### config.mk
export PLATFORM = sky130hd
export DESIGN_NAME = motor_ctrl_top
export DESIGN_NICKNAME = d
export VERILOG_FILES = /design/src/logic/bus_pkg.sv /design/src/logic/axis_pkg.sv /design/src/logic/reg_bus_if.sv /design/src/logic/bus_arbiter.sv /design/src/logic/axis_regs.sv /design/src/logic/overcurrent_timer.sv /design/src/logic/board_regs.sv /design/src/logic/motor_ctrl_top.sv
export SDC_FILE = /design/constraint.sdc
export NUM_CORES = 1
export LEC_CHECK = 0
export BUFFER_PORTS_ARGS = -buffer_cell sky130_fd_sc_hd__clkbuf_2
export CAP_MARGIN = 15
export CORE_MARGIN = 4
export CORE_UTILIZATION = 47
export CTS_CLUSTER_DIAMETER = 30
export DETAILED_ROUTE_END_ITERATION = 12
export PLACE_DENSITY = 0.78
export SYNTH_ARGS = -nofsm -noshare
export SYNTH_HDL_FRONTEND = slang
export SYNTH_SLANG_ARGS = --single-unit
### constraint.sdc
create_clock -name sysclk -period 2.2 [get_ports sysclk]
set_input_delay 0.22 -clock sysclk [delete_from_list [all_inputs] [get_ports sysclk]]
set_output_delay 0.22 -clock sysclk [all_outputs]
set_load 0.01 [all_outputs]
### src/logic/bus_pkg.sv
// register bus widths and address map, channel and offset fields only, upper address bits ignored
`default_nettype none

package bus_pkg;

    // ------------------------------
    // bus widths
    // ------------------------------
    localparam int ADDR_W = 16;                 // register address
    localparam int DATA_W = 32;                 // register data

    typedef logic [ADDR_W-1:0] reg_addr_t;
    typedef logic [DATA_W-1:0] reg_data_t;

    // ------------------------------
    // address fields
    // ------------------------------
    localparam int CHAN_LSB = 4;                // channel field low bit
    localparam int CHAN_MSB = 7;                // channel field high bit
    localparam int OFF_MSB  = 3;                // offset field is [OFF_MSB:0]

    typedef logic [CHAN_MSB-CHAN_LSB:0] chan_t;
    typedef logic [OFF_MSB:0]           off_t;

    localparam chan_t CHAN_BOARD = '0;          // channel 0 is the board

    // offsets within a channel
    localparam off_t OFF_BOARD_STATUS = 4'd0;   // status on read, control on write
    localparam off_t OFF_DAC_CMD      = 4'd0;   // axis current command
    localparam off_t OFF_ADC_FB       = 4'd1;   // axis current feedback, read only

    // ------------------------------
    // board word bit positions
    // ------------------------------
    localparam int CTRL_PWR_BIT    = 0;         // power enable
    localparam int CTRL_AMP_LSB    = 4;         // amp enable requests, one per axis
    localparam int STAT_SAFETY_LSB = 8;         // sticky safety disables
    localparam int STAT_ID_LSB     = 24;        // rotary switch id
    localparam int ID_W            = 4;

endpackage

`default_nettype wire

### src/logic/axis_pkg.sv
// axis count and current format, currents are unsigned magnitudes with no sign handling
`default_nettype none

package axis_pkg;

    // ------------------------------
    // axes and current words
    // ------------------------------
    localparam int NUM_AXES = 4;        // axes 1..4 on channels 1..4
    localparam int CUR_W    = 16;       // dac and adc word width

    typedef logic [CUR_W-1:0]    cur_t;       // one current sample or command
    typedef logic [NUM_AXES-1:0] axis_vec_t;  // bit 0 is axis 1

    // ------------------------------
    // safety check
    // ------------------------------
    // consecutive cycles of fb > 2*cmd before the amp is cut
    localparam int OVERCURRENT_CYCLES = 8;

    // persistence counter width, holds 0..OVERCURRENT_CYCLES
    localparam int OC_CNT_W = $clog2(OVERCURRENT_CYCLES + 1);

endpackage

`default_nettype wire

### src/logic/reg_bus_if.sv
// one register slave port, reads are combinational from addr and wen is a single cycle strobe
`default_nettype none

interface reg_bus_if;

    logic               wen;    // write strobe, one cycle
    bus_pkg::reg_addr_t addr;   // held for the whole access
    bus_pkg::reg_data_t wdata;
    bus_pkg::reg_data_t rdata;  // from slave, zero when unmapped

    // arbiter side
    modport master (
        output wen,
        output addr,
        output wdata,
        input  rdata
    );

    // register block side
    modport slave (
        input  wen,
        input  addr,
        input  wdata,
        output rdata
    );

endinterface

`default_nettype wire

### src/logic/bus_arbiter.sv
// two host arbiter with four phase req and ack, ethernet wins a tie, one access in flight at a time
`default_nettype none

module bus_arbiter (
    input  wire                        sysclk,
    input  wire                        rst_n,

    // firewire host
    input  wire                        fw_req,
    input  wire                        fw_write,
    input  wire bus_pkg::reg_addr_t    fw_addr,
    input  wire bus_pkg::reg_data_t    fw_wdata,
    output logic                       fw_ack,
    output bus_pkg::reg_data_t         fw_rdata,

    // ethernet host
    input  wire                        eth_req,
    input  wire                        eth_write,
    input  wire bus_pkg::reg_addr_t    eth_addr,
    input  wire bus_pkg::reg_data_t    eth_wdata,
    output logic                       eth_ack,
    output bus_pkg::reg_data_t         eth_rdata,

    reg_bus_if.master                  board_bus,
    reg_bus_if.master                  axis_bus
);

    typedef enum logic [1:0] {ST_IDLE, ST_ACCESS, ST_ACK} state_t;

    state_t             state;
    logic               eth_sel;    // granted host, 1 = ethernet
    logic               write_q;
    bus_pkg::reg_addr_t addr_q;
    bus_pkg::reg_data_t wdata_q;
    logic               grant;
    logic               host_req;   // req of granted host
    logic               host_ack;   // ack of granted host
    bus_pkg::chan_t     chan;
    logic               sel_board;
    logic               sel_axis;
    bus_pkg::reg_data_t rd_mux;

    assign grant    = (state == ST_IDLE) && (fw_req || eth_req);
    assign host_req = eth_sel ? eth_req : fw_req;
    assign host_ack = eth_sel ? eth_ack : fw_ack;

    // ------------------------------
    // address decode
    // ------------------------------
    assign chan      = addr_q[bus_pkg::CHAN_MSB:bus_pkg::CHAN_LSB];
    assign sel_board = (chan == bus_pkg::CHAN_BOARD);
    assign sel_axis  = !sel_board && (int'(chan) <= axis_pkg::NUM_AXES);  // chan 1..4

    assign board_bus.addr  = addr_q;
    assign board_bus.wdata = wdata_q;
    assign board_bus.wen   = (state == ST_ACCESS) && write_q && sel_board;
    assign axis_bus.addr   = addr_q;
    assign axis_bus.wdata  = wdata_q;
    assign axis_bus.wen    = (state == ST_ACCESS) && write_q && sel_axis;

    assign rd_mux = sel_board ? board_bus.rdata :
                    sel_axis  ? axis_bus.rdata  : '0;   // unmapped channel reads zero

    // ------------------------------
    // state machine
    // ------------------------------
    always_ff @(posedge sysclk or negedge rst_n) begin
        if (!rst_n) begin
            state   <= ST_IDLE;
            eth_sel <= 1'b0;
            write_q <= 1'b0;
            fw_ack  <= 1'b0;
            eth_ack <= 1'b0;
        end else begin
            case (state)
                ST_IDLE: begin
                    if (grant) begin
                        eth_sel <= eth_req;                     // eth has priority
                        write_q <= eth_req ? eth_write : fw_write;
                        state   <= ST_ACCESS;
                    end
                end
                ST_ACCESS: state <= ST_ACK;                     // wen / read capture cycle
                ST_ACK: begin
                    if (!host_ack) begin
                        fw_ack  <= !eth_sel;                    // second edge after grant
                        eth_ack <= eth_sel;
                    end else if (!host_req) begin
                        fw_ack  <= 1'b0;                        // host let go
                        eth_ack <= 1'b0;
                        state   <= ST_IDLE;
                    end
                end
                default: state <= ST_IDLE;
            endcase
        end
    end

    // request payload, latched at grant
    always_ff @(posedge sysclk) begin
        if (grant) begin
            addr_q  <= eth_req ? eth_addr : fw_addr;
            wdata_q <= eth_req ? eth_wdata : fw_wdata;
        end
    end

    // read data per host, held through ack
    always_ff @(posedge sysclk) begin
        if (state == ST_ACCESS && !write_q) begin
            if (eth_sel) eth_rdata <= rd_mux;
            else         fw_rdata  <= rd_mux;
        end
    end

endmodule

`default_nettype wire

### src/logic/axis_regs.sv
// per axis command and feedback registers on channels 1 to 4, commands use the low CUR_W bits only
`default_nettype none

module axis_regs (
    input  wire                        sysclk,
    input  wire                        rst_n,

    reg_bus_if.slave                   bus,

    input  wire axis_pkg::cur_t        cur_fb [axis_pkg::NUM_AXES],   // from adcs
    output axis_pkg::cur_t             dac_cmd [axis_pkg::NUM_AXES],  // to dacs
    output axis_pkg::axis_vec_t        cmd_written                    // one pulse per write
);

    bus_pkg::chan_t      chan;
    bus_pkg::off_t       off;
    axis_pkg::axis_vec_t axis_hit;   // channel i+1 addressed
    bus_pkg::reg_data_t  rd;

    assign chan = bus.addr[bus_pkg::CHAN_MSB:bus_pkg::CHAN_LSB];
    assign off  = bus.addr[bus_pkg::OFF_MSB:0];

    // ------------------------------
    // channel decode
    // ------------------------------
    always_comb begin
        for (int i = 0; i < axis_pkg::NUM_AXES; i++) begin
            axis_hit[i] = (chan == bus_pkg::chan_t'(i + 1));   // axis 1 on channel 1
        end
    end

    // same cycle as wen, timer clears on it
    assign cmd_written = axis_hit & {axis_pkg::NUM_AXES{bus.wen && (off == bus_pkg::OFF_DAC_CMD)}};

    // ------------------------------
    // command registers
    // ------------------------------
    always_ff @(posedge sysclk or negedge rst_n) begin
        if (!rst_n) begin
            for (int i = 0; i < axis_pkg::NUM_AXES; i++) begin
                dac_cmd[i] <= '0;                               // amps at zero current
            end
        end else begin
            for (int i = 0; i < axis_pkg::NUM_AXES; i++) begin
                if (cmd_written[i]) begin
                    dac_cmd[i] <= bus.wdata[axis_pkg::CUR_W-1:0];   // upper bits dropped
                end
            end
        end
    end

    // ------------------------------
    // read mux
    // ------------------------------
    always_comb begin
        rd = '0;
        for (int i = 0; i < axis_pkg::NUM_AXES; i++) begin
            if (axis_hit[i]) begin
                case (off)
                    bus_pkg::OFF_DAC_CMD: rd = bus_pkg::reg_data_t'(dac_cmd[i]);
                    bus_pkg::OFF_ADC_FB:  rd = bus_pkg::reg_data_t'(cur_fb[i]);
                    default:              rd = '0;              // unused offsets
                endcase
            end
        end
    end

    assign bus.rdata = rd;

endmodule

`default_nettype wire

### src/logic/overcurrent_timer.sv
// per axis overcurrent check on fb greater than twice cmd, flags stay set until that axis command is rewritten
`default_nettype none

module overcurrent_timer (
    input  wire                        sysclk,
    input  wire                        rst_n,

    input  wire axis_pkg::cur_t        cur_fb [axis_pkg::NUM_AXES],
    input  wire axis_pkg::cur_t        dac_cmd [axis_pkg::NUM_AXES],
    input  wire axis_pkg::axis_vec_t   cmd_written,      // clears count and flag
    output axis_pkg::axis_vec_t        safety_disable    // sticky, one per axis
);

    logic [axis_pkg::OC_CNT_W-1:0] count [axis_pkg::NUM_AXES];
    axis_pkg::axis_vec_t           over;

    // ------------------------------
    // limit compare
    // ------------------------------
    // one extra bit so 2*cmd never wraps
    always_comb begin
        for (int i = 0; i < axis_pkg::NUM_AXES; i++) begin
            over[i] = {1'b0, cur_fb[i]} > {dac_cmd[i], 1'b0};   // equal is not over
        end
    end

    // ------------------------------
    // persistence counters
    // ------------------------------
    always_ff @(posedge sysclk or negedge rst_n) begin
        if (!rst_n) begin
            for (int i = 0; i < axis_pkg::NUM_AXES; i++) begin
                count[i] <= '0;
            end
            safety_disable <= '0;
        end else begin
            for (int i = 0; i < axis_pkg::NUM_AXES; i++) begin
                if (cmd_written[i]) begin
                    count[i]          <= '0;                    // new command rearms
                    safety_disable[i] <= 1'b0;
                end else if (over[i]) begin
                    if (count[i] != axis_pkg::OVERCURRENT_CYCLES) begin
                        count[i] <= count[i] + 1'b1;            // saturates at limit
                    end
                    if (count[i] == axis_pkg::OVERCURRENT_CYCLES - 1) begin
                        safety_disable[i] <= 1'b1;              // count reaches limit
                    end
                end else begin
                    count[i] <= '0;                             // streak broken
                end
            end
        end
    end

endmodule

`default_nettype wire

### src/logic/board_regs.sv
// channel 0 control and status at offset 0 only, other board offsets read zero and ignore writes
`default_nettype none

module board_regs (
    input  wire                        sysclk,
    input  wire                        rst_n,

    reg_bus_if.slave                   bus,

    input  wire [bus_pkg::ID_W-1:0]    board_id,        // rotary switch
    input  wire axis_pkg::axis_vec_t   safety_disable,  // from overcurrent timer
    output axis_pkg::axis_vec_t        amp_enable,
    output logic                       pwr_enable
);

    axis_pkg::axis_vec_t amp_req;   // host enable requests
    logic                hit;       // board status offset addressed
    bus_pkg::reg_data_t  status;

    assign hit = (bus.addr[bus_pkg::CHAN_MSB:bus_pkg::CHAN_LSB] == bus_pkg::CHAN_BOARD) &&
                 (bus.addr[bus_pkg::OFF_MSB:0] == bus_pkg::OFF_BOARD_STATUS);

    // ------------------------------
    // control register
    // ------------------------------
    always_ff @(posedge sysclk or negedge rst_n) begin
        if (!rst_n) begin
            pwr_enable <= 1'b0;
            amp_req    <= '0;
        end else if (bus.wen && hit) begin
            pwr_enable <= bus.wdata[bus_pkg::CTRL_PWR_BIT];
            amp_req    <= bus.wdata[bus_pkg::CTRL_AMP_LSB +: axis_pkg::NUM_AXES];
        end
    end

    // amp only on with power up and no safety trip
    assign amp_enable = amp_req & ~safety_disable & {axis_pkg::NUM_AXES{pwr_enable}};

    // ------------------------------
    // status word
    // ------------------------------
    always_comb begin
        status = '0;
        status[bus_pkg::CTRL_PWR_BIT]                            = pwr_enable;
        status[bus_pkg::CTRL_AMP_LSB +: axis_pkg::NUM_AXES]      = amp_req;
        status[bus_pkg::STAT_SAFETY_LSB +: axis_pkg::NUM_AXES]   = safety_disable;
        status[bus_pkg::STAT_ID_LSB +: bus_pkg::ID_W]            = board_id;
    end

    assign bus.rdata = hit ? status : '0;

endmodule

`default_nettype wire

### src/logic/motor_ctrl_top.sv
// register access core with two host ports, feedback and commands are parallel words with no adc or dac engines
`default_nettype none

module motor_ctrl_top (
    input  wire                        sysclk,
    input  wire                        rst_n,
    input  wire [bus_pkg::ID_W-1:0]    board_id,

    // firewire side host
    input  wire                        fw_req,
    input  wire                        fw_write,
    input  wire bus_pkg::reg_addr_t    fw_addr,
    input  wire bus_pkg::reg_data_t    fw_wdata,
    output logic                       fw_ack,
    output bus_pkg::reg_data_t         fw_rdata,

    // ethernet side host
    input  wire                        eth_req,
    input  wire                        eth_write,
    input  wire bus_pkg::reg_addr_t    eth_addr,
    input  wire bus_pkg::reg_data_t    eth_wdata,
    output logic                       eth_ack,
    output bus_pkg::reg_data_t         eth_rdata,

    // axis i/o
    input  wire axis_pkg::cur_t        cur_fb [axis_pkg::NUM_AXES],
    output axis_pkg::cur_t             dac_cmd [axis_pkg::NUM_AXES],
    output axis_pkg::axis_vec_t        amp_enable,
    output logic                       pwr_enable
);

    // ------------------------------
    // local wires
    // ------------------------------
    reg_bus_if board_bus ();   // channel 0
    reg_bus_if axis_bus ();    // channels 1..4

    axis_pkg::axis_vec_t cmd_written;      // command write pulses
    axis_pkg::axis_vec_t safety_disable;   // timer trips

    bus_arbiter u_arbiter (
        .sysclk    (sysclk),
        .rst_n     (rst_n),
        .fw_req    (fw_req),
        .fw_write  (fw_write),
        .fw_addr   (fw_addr),
        .fw_wdata  (fw_wdata),
        .fw_ack    (fw_ack),
        .fw_rdata  (fw_rdata),
        .eth_req   (eth_req),
        .eth_write (eth_write),
        .eth_addr  (eth_addr),
        .eth_wdata (eth_wdata),
        .eth_ack   (eth_ack),
        .eth_rdata (eth_rdata),
        .board_bus (board_bus.master),
        .axis_bus  (axis_bus.master)
    );

    board_regs u_board (
        .sysclk         (sysclk),
        .rst_n          (rst_n),
        .bus            (board_bus.slave),
        .board_id       (board_id),
        .safety_disable (safety_disable),
        .amp_enable     (amp_enable),
        .pwr_enable     (pwr_enable)
    );

    axis_regs u_axis (
        .sysclk      (sysclk),
        .rst_n       (rst_n),
        .bus         (axis_bus.slave),
        .cur_fb      (cur_fb),
        .dac_cmd     (dac_cmd),
        .cmd_written (cmd_written)
    );

    // fb vs 2*cmd per axis
    overcurrent_timer u_safety (
        .sysclk         (sysclk),
        .rst_n          (rst_n),
        .cur_fb         (cur_fb),
        .dac_cmd        (dac_cmd),
        .cmd_written    (cmd_written),
        .safety_disable (safety_disable)
    );

endmodule

`default_nettype wire

==> reports/results.ini <==
[outcome]
status = completed

[synthesis]
synthCells = 819
synth-edff-count = 64
synth.distinct_cells = 66
synthTopCellsByCount = dfrtp_1 (95), inv_1 (75), mux2_2 (71), ha_1 (68), edfxtp_1 (64)
yosysMostFrequentCell = dfrtp_1
synthFlopType = dfrtp_1
ys_ff_latch = 159
async_flop_share_pct = 59.75
synth_top_area_share_pct = 25.64
ys_warn_count = 0
synthTopCellsByArea = dfrtp_1 (26%), edfxtp_1 (21%), ha_1 (9.2%), mux2_2 (8.6%), mux2i_1 (5.8%)
ys_seq_area_share_pct = 46.38
syn_avg_cell_area_um2 = 11.32
syn_area_mm2 = 0.009270
synth_area_leader_cell = dfrtp_1

[floorplan]
io_pins = 305
num_rows = 51
fp.dieH_um = 148.4
core_region_area_mm2 = 0.01946
start_util_pct = 47.63
die_x_um = 148.4
die_area_mm2 = 0.02203

[run]
max-cap-violations = 0

[layout]
multi_input_area_mm2 = 0.004477
register_area_mm2 = 0.004299
layout-drive-gt1-share_pct = 38.84
syn_to_final_growth_pct = 25.71
fillers = 1616
fin_util_pct = 59.88
num-nets-final = 1345

[power_and_ir_drop]
vdd_drop_max_mv = 0.6090
p_total_mw = 9.834
powerDensity_mw_per_mm2 = 843.8
power_leakage_nw = 5.516

[clock_tree]
cts_root_buf = clkbuf_16
tritoncts = built
cts_buffer_depth = 2
clk_pin_slew_worst_paths_ns = 0.07
clkLatencyLatePin_ns = 0.43
cts_buffers = 17
clock-sinks = 159
cts_max_level = 4

[critical_path]
endpoint_kind = flip-flop
critPathTopFamily = simple AND/OR/NAND/NOR gates
max_stage_delay_ns = 0.45
critPathRequiredTime_ns = 2.50
worstPathCellList = inv_1, ha_1, nand4b_1, or3_4, o31a_1, o31ai_2, o31ai_1
critical_path_class = flip-flop to flip-flop
slowest_stage = or3_4
path_max_fanout = 5
crit_buf_inv = 1
start_kind = flip-flop
worstPathArrival_ns = 2.39
rrSetupSlack_ns = 0.11

[global_route]
track_usage_pct = 23.81
grt_antenna_before_repair = 1
grt-ovfl-total = 0
grt_pass1_wl_um = 40300
grt_max_degree = 46
grt_pass1_vias = 7390

[timing]
fmax_mhz = 478.6
tns_ns = 0
final.setup.worst_slack_ns = 0.1105
slew_violations = 0
hold_viol_final = 0
finalSetupViolCount = 0
skew_ns = 0.009715
rsz0062_at_grt = false
timing.final.crit_share_pct = 94.98
layout_min_cycle_time_ns = 2.090

[hold_path]
hp-class = input pin to flip-flop

[placement]
gp_congestion = 0.9215
io_buffer_count = 232
post-place-ws_ns = -0.002272
place_hpwl_um = 20910

[drt]
finalWirelength_um = 25990
firstDrtPassIters = 4
via_per_inst = 5.228
drt-initial-drc-count = 498
vias = 7246
drcViolationCount = 0
routedWlPerCell_um = 18.75
ant_nets = 0

## layout make-up
type / count / area share [%]
multi-input cells: 557 / 38.42
repair buffers: 297 / 14.73
diodes: 1 / 0.02147
inverters: 75 / 2.416
clock inverters: 9 / 0.4939
clock buffers: 23 / 4.187
flip-flops and latches: 159 / 36.89
well taps: 265 / 2.845
## where the power goes
group | leakage, nW | internal (mW) | total, mW | switching, mW
logic | 3.39 | 1.29 | 2.85 | 1.56
registers | 1.85 | 3.69 | 4.24 | 0.544
clock network | 0.269 | 1.56 | 2.75 | 1.19
## sequential cells by signal, summed over array words and instances (netlist names)
signal,cells
u_arbiter.axis_bus.addr,8
u_arbiter.axis_bus.wdata,16
u_arbiter.eth_ack,1
u_arbiter.eth_rdata,20
u_arbiter.eth_sel,1
u_arbiter.fw_ack,1
u_arbiter.fw_rdata,20
u_arbiter.state,2
u_arbiter.write_q,1
u_axis.dac_cmd,64
u_board.amp_req,4
u_board.pwr_enable,1
u_safety.count,16
u_safety.safety_disable,4
## per-stage QoR
stage	instances	cell area, um2	hold slack [ns]
floorplan	842	9356	-0.07559
global placement	1346	11010	0.1733
detailed placement	1346	11010	0.1817
CTS	1379	11570	0.06780
global route	1386	11650	0.08691
finish	1386	11650	0.08203
## cell families after synthesis
logic type	after synthesis	share of synthesized area [%]
AOI/OAI and AO/OA	138	9.327
xor gates and xnor gates	8	0.7559
adders and majority gates	68	9.178
buffers and inverters	126	6.776
DFF	159	46.38
muxes	138	16.93
other	1	0.04045
and+or+nand+nor	181	10.62
## timing repair
action,CTS,global route
pin swaps,0,5
hold buffers,1,0
buffers inserted,0,6
resized for setup,1,9
setup endpoints to repair,2,18
endpoints found under the hold margin,26,0
## final timing paths
| check | start | end | cells past startpoint |
|---|---|---|---|
| min in group asynchronous | rst_n | u_axis.dac_cmd[13]$_DFFE_PN0N_ | 2 |
| worst max-delay path | u_axis.dac_cmd[46]$_DFFE_PN0N_ | u_safety.safety_disable[1]$_DFFE_PN0P_ | 7 |
| worst min register to register | u_safety.count[3]$_DFFE_PN0P_ | u_safety.safety_disable[3]$_DFFE_PN0P_ | 1 |
| worst max register to register | u_axis.dac_cmd[46]$_DFFE_PN0N_ | u_safety.safety_disable[1]$_DFFE_PN0P_ | 7 |
| worst min-delay path | fw_req | u_arbiter.state[0]$_DFFE_PN0P_ | 2 |
| max in group asynchronous | rst_n | u_axis.dac_cmd[0]$_DFFE_PN0N_ | 3 |
## placed cells by master (no fill, tap or decap), types with 4 or more instances in the layout
cell type and count:
mux2_2 71, buf_4 60, o22ai_1 9, mux2_4 9, dfrtp_1 95, nand2_1 56, and3b_1 4, xnor2_1 5
a21o_1 5, nor3_1 7, and2_1 4, clkinv_2 5, clkbuf_2 231, nand3b_1 5, a221o_1 4, ha_1 68
buf_12 5, o31ai_1 5, a21oi_1 32, conb_1 24, nor2b_1 6, inv_1 75, edfxtp_1 64, nand4_1 8
nand3_1 14, clkbuf_16 17, o21ai_0 43, nand2b_1 5, o21a_1 6, nor2_1 39, o21ai_1 4, mux2i_1 54
nand4b_1 5, o211ai_1 4, clkbuf_8 4
## per-layer routing
layer,track usage [%],wire length (um),vias to the layer above,share of wire (%)
met5,0,0,-,0
met2,38.24,12220,257,47
met4,7.852,520,0,2.0
met1,31.90,11160,3460,43
met3,5.759,2080,36,8.0
li1,-,-,3493,-
(Power assumes the default switching activity.)
